[config.mk]
export PLATFORM = sky130hd
export DESIGN_NAME = kvs_top
export DESIGN_NICKNAME = d
export VERILOG_FILES = /design/src/kvs_store_pkg.sv /design/src/kvs_stream_pkg.sv /design/src/kvs_addr_alloc.sv /design/src/kvs_hash_table.sv /design/src/kvs_top.sv /design/src/kvs_value_path.sv
export VERILOG_INCLUDE_DIRS = /design/src
export SDC_FILE = /design/constraint.sdc
export NUM_CORES = 1
export LEC_CHECK = 0
export ABC_AREA = 1
export BUFFER_PORTS_ARGS = -buffer_cell sky130_fd_sc_hd__buf_2
export CORE_ASPECT_RATIO = 1.5
export CORE_MARGIN = 8
export CORE_UTILIZATION = 25
export DETAILED_ROUTE_END_ITERATION = 6
export REMOVE_ABC_BUFFERS = 1
export SYNTH_ARGS = -nofsm -noshare
export SYNTH_HDL_FRONTEND = slang
export SYNTH_SLANG_ARGS = --single-unit
[constraint.sdc]
create_clock -name clk -period 3.1 [get_ports clk]
set_input_delay 0.62 -clock clk [delete_from_list [all_inputs] [get_ports clk]]
set_output_delay 0.62 -clock clk [all_outputs]
set_load 0.03 [all_outputs]
[src/kvs_consts.svh]
`ifndef KVS_CONSTS_SVH
`define KVS_CONSTS_SVH

////////////////////////////////////////////////////////////////////////////
// word layout
////////////////////////////////////////////////////////////////////////////

// request and response words on the external streams
`define KVS_WORD_W    32
`define KVS_OP_W      2
`define KVS_KEY_W     8
// tag or value in a request, echo or value in a response
`define KVS_FIELD_W   16
`define KVS_STATUS_W  2

////////////////////////////////////////////////////////////////////////////
// storage sizes and codes
////////////////////////////////////////////////////////////////////////////

`define KVS_SLOTS     16
`define KVS_VALUES    8

// opcode 3 is treated as a get
`define KVS_OP_GET    2'd0
`define KVS_OP_SET    2'd1
`define KVS_OP_DEL    2'd2

`define KVS_ST_OK       2'd0
`define KVS_ST_MISS     2'd1
`define KVS_ST_COLLIDE  2'd2
`define KVS_ST_NOMEM    2'd3

`endif

[src/kvs_store_pkg.sv]
`default_nettype none

`include "kvs_consts.svh"

package kvs_store_pkg;

    // value memory address, one per storable key
    typedef logic [$clog2(`KVS_VALUES)-1:0] kvs_addr_t;

    // hash table slot index
    typedef logic [$clog2(`KVS_SLOTS)-1:0] kvs_slot_t;

    // one table entry
    // valid bit, full key for the compare, and where the value lives
    typedef struct packed {
        logic                  valid;
        logic [`KVS_KEY_W-1:0] key;
        kvs_addr_t             addr;
    } kvs_entry_t;

endpackage

`default_nettype wire

[src/kvs_stream_pkg.sv]
`default_nettype none

`include "kvs_consts.svh"

package kvs_stream_pkg;

    // get and delete view
    // low field is a tag that comes back in the response
    typedef struct packed {
        logic [`KVS_WORD_W-`KVS_OP_W-`KVS_KEY_W-`KVS_FIELD_W-1:0] rsvd;
        logic [`KVS_OP_W-1:0]    op;
        logic [`KVS_KEY_W-1:0]   key;
        logic [`KVS_FIELD_W-1:0] tag;
    } kvs_key_view_t;

    // set view
    // low field is the value to store
    typedef struct packed {
        logic [`KVS_WORD_W-`KVS_OP_W-`KVS_KEY_W-`KVS_FIELD_W-1:0] rsvd;
        logic [`KVS_OP_W-1:0]    op;
        logic [`KVS_KEY_W-1:0]   key;
        logic [`KVS_FIELD_W-1:0] value;
    } kvs_store_view_t;

    // one request word, two readings of the low field
    typedef union packed {
        kvs_key_view_t   key_view;
        kvs_store_view_t store_view;
    } kvs_req_u;

    // response word, status sits where the request opcode was
    typedef struct packed {
        logic [`KVS_WORD_W-`KVS_STATUS_W-`KVS_KEY_W-`KVS_FIELD_W-1:0] rsvd;
        logic [`KVS_STATUS_W-1:0] status;
        logic [`KVS_KEY_W-1:0]    key;
        logic [`KVS_FIELD_W-1:0]  field;
    } kvs_resp_t;

endpackage

`default_nettype wire

[src/kvs_addr_alloc.sv]
`timescale 1ns/1ps
`default_nettype none

`include "kvs_consts.svh"

module kvs_addr_alloc (
    input  wire                          clk,
    input  wire                          rst_n,
    // lowest free address, claimed by a take pulse
    output logic                         alloc_valid,
    output kvs_store_pkg::kvs_addr_t     alloc_addr,
    input  wire                          alloc_take,
    // address coming back from a delete
    input  wire                          free_valid,
    input  wire kvs_store_pkg::kvs_addr_t free_addr
);

    import kvs_store_pkg::*;

    // one bit per value address, set = free
    logic [`KVS_VALUES-1:0] free_map;

    assign alloc_valid = |free_map;

    // priority encoder
    // walk down so the lowest set bit wins
    always_comb begin
        alloc_addr = '0;
        for (int i = `KVS_VALUES - 1; i >= 0; i--) begin
            if (free_map[i]) begin
                alloc_addr = kvs_addr_t'(i);
            end
        end
    end

    // take and release may land in the same cycle
    // they never name the same address
    always_ff @(posedge clk or negedge rst_n) begin
        if (!rst_n) begin
            free_map <= '1;
        end else begin
            if (alloc_take) begin
                free_map[alloc_addr] <= 1'b0;
            end
            if (free_valid) begin
                free_map[free_addr] <= 1'b1;
            end
        end
    end

endmodule

`default_nettype wire

[src/kvs_hash_table.sv]
`timescale 1ns/1ps
`default_nettype none

`include "kvs_consts.svh"

module kvs_hash_table (
    input  wire                            clk,
    input  wire                            rst_n,
    // request stream
    input  wire                            in_valid,
    output logic                           in_ready,
    input  wire kvs_stream_pkg::kvs_req_u  in_data,
    // lookup result stream
    output logic                           lkp_valid,
    input  wire                            lkp_ready,
    output kvs_stream_pkg::kvs_req_u       lkp_req,
    output logic                           lkp_hit,
    output logic                           lkp_free,
    output kvs_store_pkg::kvs_addr_t       lkp_addr,
    // completion from the value path
    input  wire                            upd_valid,
    input  wire                            upd_write,
    input  wire kvs_store_pkg::kvs_entry_t upd_entry
);

    import kvs_store_pkg::*;

    // slot = upper nibble xor lower nibble
    function automatic kvs_slot_t slot_of(input logic [`KVS_KEY_W-1:0] key);
        return key[`KVS_KEY_W-1:`KVS_KEY_W/2] ^ key[`KVS_KEY_W/2-1:0];
    endfunction

    // table storage
    logic [`KVS_SLOTS-1:0]  slot_valid;
    logic [`KVS_KEY_W-1:0]  slot_key [`KVS_SLOTS];
    kvs_addr_t              slot_addr [`KVS_SLOTS];

    // request in flight
    logic                   pending;
    kvs_slot_t              in_slot;
    kvs_slot_t              slot_q;
    kvs_entry_t             entry_q;

    assign in_slot  = slot_of(in_data.key_view.key);
    // one request at a time
    assign in_ready = !pending;

    ////////////////////////////////////////////////////////////////////////////
    // control state
    ////////////////////////////////////////////////////////////////////////////

    always_ff @(posedge clk or negedge rst_n) begin
        if (!rst_n) begin
            pending    <= 1'b0;
            lkp_valid  <= 1'b0;
            slot_valid <= '0;
        end else begin
            if (in_valid && in_ready) begin
                pending   <= 1'b1;
                lkp_valid <= 1'b1;
            end else if (lkp_valid && lkp_ready) begin
                lkp_valid <= 1'b0;
            end
            // completion frees the table for the next request
            if (upd_valid) begin
                pending <= 1'b0;
            end
            // entry with valid clear means delete
            if (upd_valid && upd_write) begin
                slot_valid[slot_q] <= upd_entry.valid;
            end
        end
    end

    ////////////////////////////////////////////////////////////////////////////
    // entry read and write
    ////////////////////////////////////////////////////////////////////////////

    always_ff @(posedge clk) begin
        // registered read of the hashed slot
        if (in_valid && in_ready) begin
            lkp_req       <= in_data;
            slot_q        <= in_slot;
            entry_q.valid <= slot_valid[in_slot];
            entry_q.key   <= slot_key[in_slot];
            entry_q.addr  <= slot_addr[in_slot];
        end
        if (upd_valid && upd_write) begin
            slot_key[slot_q]  <= upd_entry.key;
            slot_addr[slot_q] <= upd_entry.addr;
        end
    end

    // hit needs the full key, a neighbour in the slot is not enough
    assign lkp_hit  = entry_q.valid && (entry_q.key == lkp_req.key_view.key);
    assign lkp_free = !entry_q.valid;
    assign lkp_addr = entry_q.addr;

endmodule

`default_nettype wire

[src/kvs_top.sv]
`timescale 1ns/1ps
`default_nettype none

module kvs_top (
    input  wire                           clk,
    input  wire                           rst_n,
    input  wire                           in_valid,
    output logic                          in_ready,
    input  wire kvs_stream_pkg::kvs_req_u in_data,
    output logic                          out_valid,
    input  wire                           out_ready,
    output kvs_stream_pkg::kvs_resp_t     out_data
);

    import kvs_stream_pkg::*;
    import kvs_store_pkg::*;

    // table to value path
    logic       lkp_valid;
    logic       lkp_ready;
    kvs_req_u   lkp_req;
    logic       lkp_hit;
    logic       lkp_free;
    kvs_addr_t  lkp_addr;

    // allocator handshake
    logic       alloc_valid;
    kvs_addr_t  alloc_addr;
    logic       alloc_take;
    logic       free_valid;
    kvs_addr_t  free_addr;

    // completion to the table
    logic       upd_valid;
    logic       upd_write;
    kvs_entry_t upd_entry;

    ////////////////////////////////////////////////////////////////////////////
    // lookup, allocation and value path side by side
    ////////////////////////////////////////////////////////////////////////////

    kvs_hash_table u_hash_table (
        .clk       (clk),
        .rst_n     (rst_n),
        .in_valid  (in_valid),
        .in_ready  (in_ready),
        .in_data   (in_data),
        .lkp_valid (lkp_valid),
        .lkp_ready (lkp_ready),
        .lkp_req   (lkp_req),
        .lkp_hit   (lkp_hit),
        .lkp_free  (lkp_free),
        .lkp_addr  (lkp_addr),
        .upd_valid (upd_valid),
        .upd_write (upd_write),
        .upd_entry (upd_entry)
    );

    kvs_addr_alloc u_addr_alloc (
        .clk         (clk),
        .rst_n       (rst_n),
        .alloc_valid (alloc_valid),
        .alloc_addr  (alloc_addr),
        .alloc_take  (alloc_take),
        .free_valid  (free_valid),
        .free_addr   (free_addr)
    );

    kvs_value_path u_value_path (
        .clk         (clk),
        .rst_n       (rst_n),
        .lkp_valid   (lkp_valid),
        .lkp_ready   (lkp_ready),
        .lkp_req     (lkp_req),
        .lkp_hit     (lkp_hit),
        .lkp_free    (lkp_free),
        .lkp_addr    (lkp_addr),
        .alloc_valid (alloc_valid),
        .alloc_addr  (alloc_addr),
        .alloc_take  (alloc_take),
        .free_valid  (free_valid),
        .free_addr   (free_addr),
        .upd_valid   (upd_valid),
        .upd_write   (upd_write),
        .upd_entry   (upd_entry),
        .out_valid   (out_valid),
        .out_ready   (out_ready),
        .out_data    (out_data)
    );

endmodule

`default_nettype wire

[src/kvs_value_path.sv]
`timescale 1ns/1ps
`default_nettype none

`include "kvs_consts.svh"

module kvs_value_path (
    input  wire                            clk,
    input  wire                            rst_n,
    // lookup result from the table
    input  wire                            lkp_valid,
    output logic                           lkp_ready,
    input  wire kvs_stream_pkg::kvs_req_u  lkp_req,
    input  wire                            lkp_hit,
    input  wire                            lkp_free,
    input  wire kvs_store_pkg::kvs_addr_t  lkp_addr,
    // allocator
    input  wire                            alloc_valid,
    input  wire kvs_store_pkg::kvs_addr_t  alloc_addr,
    output logic                           alloc_take,
    output logic                           free_valid,
    output kvs_store_pkg::kvs_addr_t       free_addr,
    // completion back to the table
    output logic                           upd_valid,
    output logic                           upd_write,
    output kvs_store_pkg::kvs_entry_t      upd_entry,
    // response stream
    output logic                           out_valid,
    input  wire                            out_ready,
    output kvs_stream_pkg::kvs_resp_t      out_data
);

    import kvs_stream_pkg::*;
    import kvs_store_pkg::*;

    // value store
    logic [`KVS_FIELD_W-1:0]  value_mem [`KVS_VALUES];

    // stage between lookup and response
    logic                     s1_valid;
    kvs_req_u                 s1_req;
    logic                     s1_hit;
    logic                     s1_free;
    kvs_addr_t                s1_addr;

    // decoded action
    logic [`KVS_OP_W-1:0]     op;
    logic                     op_set;
    logic                     op_del;
    logic [`KVS_STATUS_W-1:0] status;
    logic [`KVS_FIELD_W-1:0]  resp_field;
    logic                     mem_we;
    kvs_addr_t                mem_addr;

    // response slot is empty now, or empties on this edge
    assign lkp_ready = !out_valid || out_ready;

    ////////////////////////////////////////////////////////////////////////////
    // action select
    ////////////////////////////////////////////////////////////////////////////

    always_comb begin
        op         = s1_req.key_view.op;
        op_set     = (op == `KVS_OP_SET);
        op_del     = (op == `KVS_OP_DEL);
        status     = `KVS_ST_OK;
        resp_field = s1_req.key_view.tag;
        mem_we     = 1'b0;
        mem_addr   = s1_addr;
        alloc_take = 1'b0;
        free_valid = 1'b0;
        upd_write  = 1'b0;
        if (op_set) begin
            if (s1_hit) begin
                // overwrite in place with the entry unchanged
                mem_we = 1'b1;
            end else if (s1_free && alloc_valid) begin
                mem_we     = 1'b1;
                mem_addr   = alloc_addr;
                alloc_take = s1_valid;
                upd_write  = 1'b1;
            end else if (s1_free) begin
                status = `KVS_ST_NOMEM;
            end else begin
                // slot taken by another key so no eviction
                status = `KVS_ST_COLLIDE;
            end
        end else if (op_del) begin
            if (s1_hit) begin
                free_valid = s1_valid;
                upd_write  = 1'b1;
            end else begin
                status = `KVS_ST_MISS;
            end
        end else if (s1_hit) begin
            resp_field = value_mem[s1_addr];
        end else begin
            status = `KVS_ST_MISS;
        end
        // valid clear on a delete invalidates the slot
        upd_entry.valid = op_set;
        upd_entry.key   = s1_req.key_view.key;
        upd_entry.addr  = mem_addr;
    end

    assign upd_valid = s1_valid;
    assign free_addr = s1_addr;

    ////////////////////////////////////////////////////////////////////////////
    // stage, memory and response registers
    ////////////////////////////////////////////////////////////////////////////

    always_ff @(posedge clk or negedge rst_n) begin
        if (!rst_n) begin
            s1_valid  <= 1'b0;
            out_valid <= 1'b0;
        end else begin
            s1_valid <= lkp_valid && lkp_ready;
            // stage always finds the response slot free
            if (s1_valid) begin
                out_valid <= 1'b1;
            end else if (out_ready) begin
                out_valid <= 1'b0;
            end
        end
    end

    always_ff @(posedge clk) begin
        if (lkp_valid && lkp_ready) begin
            s1_req  <= lkp_req;
            s1_hit  <= lkp_hit;
            s1_free <= lkp_free;
            s1_addr <= lkp_addr;
        end
        if (s1_valid && mem_we) begin
            value_mem[mem_addr] <= s1_req.store_view.value;
        end
        if (s1_valid) begin
            out_data.rsvd   <= '0;
            out_data.status <= status;
            out_data.key    <= s1_req.key_view.key;
            out_data.field  <= resp_field;
        end
    end

endmodule

`default_nettype wire

==> impl_metrics.py <==
metrics = {
    "clocking": {
        "cts_buffers": 43,
        "hold_buffers": 0,
        "clk_pin_slew_worst_paths_ps": 60,
        "cts-htree-levels": 2,
        "cts_setup_buffers": 0,
        "cts_tree": "built",
        "postCtsResizedCells": 0,
        "clk_latency_ps": 560,
        "cts_sinks": 434,
        "cts_root_buf": "clkbuf_16",
        "clockBufferDepth": 3,
    },
    "grt": {
        "grt_pass1_wl_um": 63290,
        "grt_max_degree": 65,
        "grt_pass1_vias": 10810,
        "grt_antenna_before_repair": 12,
        "overflow": 0,
        "grt_usage_pct": 10.35,
    },
    "timing": {
        "tightest_slew_ps": 1087,
        "setup_ws_ps": 638.5,
        "finalSetupViolCount": 0,
        "slew_viol_final": 0,
        "period_share_pct": 79.40,
        "min_period_ps": 2461,
        "skew_ps": 25.50,
        "rsz0062_at_grt": "no",
        "hold_viol_final": 0,
        "fin_setup_tns_ps": 0,
        "slew-limit-headroom_pct": 27.51,
        "max_clock_freq_ghz": 0.4063,
    },
    "routing": {
        "drt_iter0_markers": 776,
        "ant_nets": 0,
        "vias": 10840,
        "viasPerCell": 4.484,
        "drc": 0,
        "wl_per_cell_um": 17.43,
        "detail_route.first_pass.iterations": 5,
        "routed_wl_um": 42150,
    },
    "min_path": {
        "min_path_type": "in2async",
    },
    "outcome": {
        "outcome": "finished, final reports clean",
    },
    "floorplan": {
        "core-area_um2": 68950,
        "die_width_um": 231.6,
        "start_util_pct": 25.27,
        "ios": 70,
        "die-area_um2": 78570,
        "die_h_um": 339.3,
        "num_rows": 118,
    },
    "critical_path": {
        "critical-path-top-delay-family": "simple AND/OR/NAND/NOR gates",
        "cp_slowest_cell": "dfstp_2",
        "crit_path_frequent_cell": "nand2_1",
        "crit_path_start_kind": "flop",
        "crit_buf_inv": 2,
        "end_kind": "flop",
        "crit_fanout": 18,
        "critical_path_class": "reg2reg",
        "worstPathCellList": "inv_1, nand2_1, nand2_1, a21boi_0, nand3_1, nand2_1, nand3_1, nor2_1, buf_4",
        "arrival_ps": 2680,
        "worstPathRequired_ps": 3320,
        "critPathLaunch": "u_addr_alloc.free_map[6]$_DFF_PN1_",
        "cpPeakStageDelay_ps": 540,
        "reg2reg_from": "u_addr_alloc.free_map[6]$_DFF_PN1_",
    },
    "power": {
        "p_leak_nw": 7.484,
        "power_density_nw_per_um2": 823.9,
        "ir_drop_mv": 0.5860,
    },
    "layout": {
        "nets": 1519,
        "fin_cells": 2418,
        "area.sequential_um2": 12870,
        "fin_util_pct": 29.57,
        "syn2layout_area_growth_pct": 17.00,
        "fin_area_um2": 20390,
        "multi_input_area_um2": 3712,
        "layout-drive-gt1-share_pct": 13.27,
        "fillerInstances": 6889,
    },
    "logic_synthesis": {
        "netlist_instances": 1398,
        "synth.cell_area_um2": 17420,
        "synth-seq-cells": 434,
        "seq_area_frac_synth_pct": 73.88,
        "yosys_most_used_dff": "edfxtp_1",
        "yosysWarnings": 0,
        "synth.distinct_cells": 32,
        "synth_async_sr_flop_share_pct": 6.452,
        "synth.avg_cell_area_um2": 12.46,
        "synth-edff-count": 403,
    },
    "placed_design": {
        "dpl.cell_count": 2338,
        "port_buffers": 57,
        "placed_area_um2": 19000,
        "hpwl_um": 25580,
        "dp_slack_ps": 647.3,
        "finalWeightedCongestion": 0.7767,
    },
    "job": {
        "maxCapViolCount": 0,
    },
}
==> synthesized netlist by cell type (2+ instances only) <==
cell type | n | area [um^2]
buf_6 | 2 | 22.52
nand2_2 | 2 | 12.51
clkbuf_1 | 42 | 157.7
nand3_4 | 2 | 35.03
nor2_1 | 100 | 375.4
nor2_2 | 2 | 12.51
buf_4 | 8 | 60.06
o221ai_1 | 32 | 280.3
buf_2 | 18 | 90.09
inv_1 | 142 | 533.0
nor3_1 | 2 | 10.01
dfxtp_1 | 3 | 60.06
a21oi_1 | 2 | 10.01
nor2_4 | 2 | 22.52
xnor2_1 | 10 | 87.58
nand4_1 | 8 | 50.05
nand3_1 | 125 | 625.6
nand2_1 | 290 | 1089
o21ai_0 | 87 | 435.4
buf_1 | 2 | 7.510
dfrtp_1 | 20 | 500.5
o211ai_1 | 72 | 540.5
edfxtp_1 | 403 | 12100
inv_2 | 7 | 26.28
dfstp_2 | 8 | 210.2
==> placed cells by master (no fill, tap or decap), drive strengths merged, types with 6 or more instances in the layout <==
cell type,count
edfxtp,403
nand2,292
inv,152
nand3,127
buf,107
nor2,104
o21ai,87
o211ai,72
clkbuf,62
o221ai,32
dfrtp,20
xnor2,11
nand4,8
dfstp,8
clkinv,7
conb,6
==> cells by family after synthesis <==
family	share of synthesized area, %
AOI/OAI and AO/OA	7.403
xor gates and xnor gates	0.6463
buffers and inverters	5.149
DFF	73.88
other	0.02152
and+or+nand+nor	12.90
==> per-layer routing <==
layer	global-route usage, %	part of all wire, %	wire length [um]	vias to the layer above
met5	0	0.062	26	-
met4	3.810	3.5	1491	4
met3	2.129	5.8	2455	106
met2	18.93	52	21760	317
met1	11.67	39	16420	5322
li1	-	-	-	5093
==> worst paths after layout <==
check / cells past startpoint / slack (ps) / to
min in group clk: 1 / 240 / u_hash_table.lkp_req[2]$_DFFE_PP_
max in group asynchronous: 1 / 2420 / u_value_path.upd_valid$_DFF_PN0_
min reg2reg: 0 / 420 / u_value_path.s1_req[12]$_DFFE_PP_
max reg2reg: 9 / 640 / u_value_path.value_mem[6][13]$_DFFE_PP_
min: 1 / 130 / u_hash_table.slot_valid[9]$_DFFE_PN0P_
max: 9 / 640 / u_value_path.value_mem[6][13]$_DFFE_PP_
==> metrics by stage <==
step                      total power [mW]  hold WS, ps
after CTS                            16.96        142.5
after detailed placement             11.80        406.3
after floorplan                      10.28        324.4
after global routing                 17.58        171.3
after global placement               11.70        405.2
final                                16.80        134.5
==> where the power goes <==
part / switching (mW) / internal [mW] / leakage (nW) / total, mW
logic: 2.56 / 0.917 / 2.76 / 3.47
registers: 0.555 / 7.63 / 4.05 / 8.18
clock network: 2.18 / 2.96 / 0.670 / 5.14
==> cell type report <==
cell class                 count  share of cell area, %
inverter                     149                  2.744
multi-input combinational    748                  18.21
sequential                   434                  63.16
clock buffer                  62                  5.874
antenna                        3                0.03683
clock inverter                15                 0.9084
timing repair buffer         107                  3.548
tap                          900                  5.524
==> flip-flops by register name, indices dropped and copies added, names as in the netlist, 4 cells and up, named ones only <==
name	flops
u_addr_alloc.free_map	8
u_value_path.value_mem	128
u_value_path.out_data	26
u_hash_table.slot_addr	48
u_hash_table.lkp_req	26
u_hash_table.slot_q	4
u_hash_table.entry_q	9
u_value_path.s1_req	26
u_hash_table.slot_key	128
u_hash_table.slot_valid	16
==> worst register-to-register path, stage by stage, from the launching register on <==
cell and delay, ps:
dfstp_2 540, inv_1 60, nand2_1 100, nand2_1 80, a21boi_0 170, nand3_1 100
nand2_1 440, nand3_1 180, nor2_1 150, buf_4 310
No activity file was read; power rests on OpenSTA's default activity.
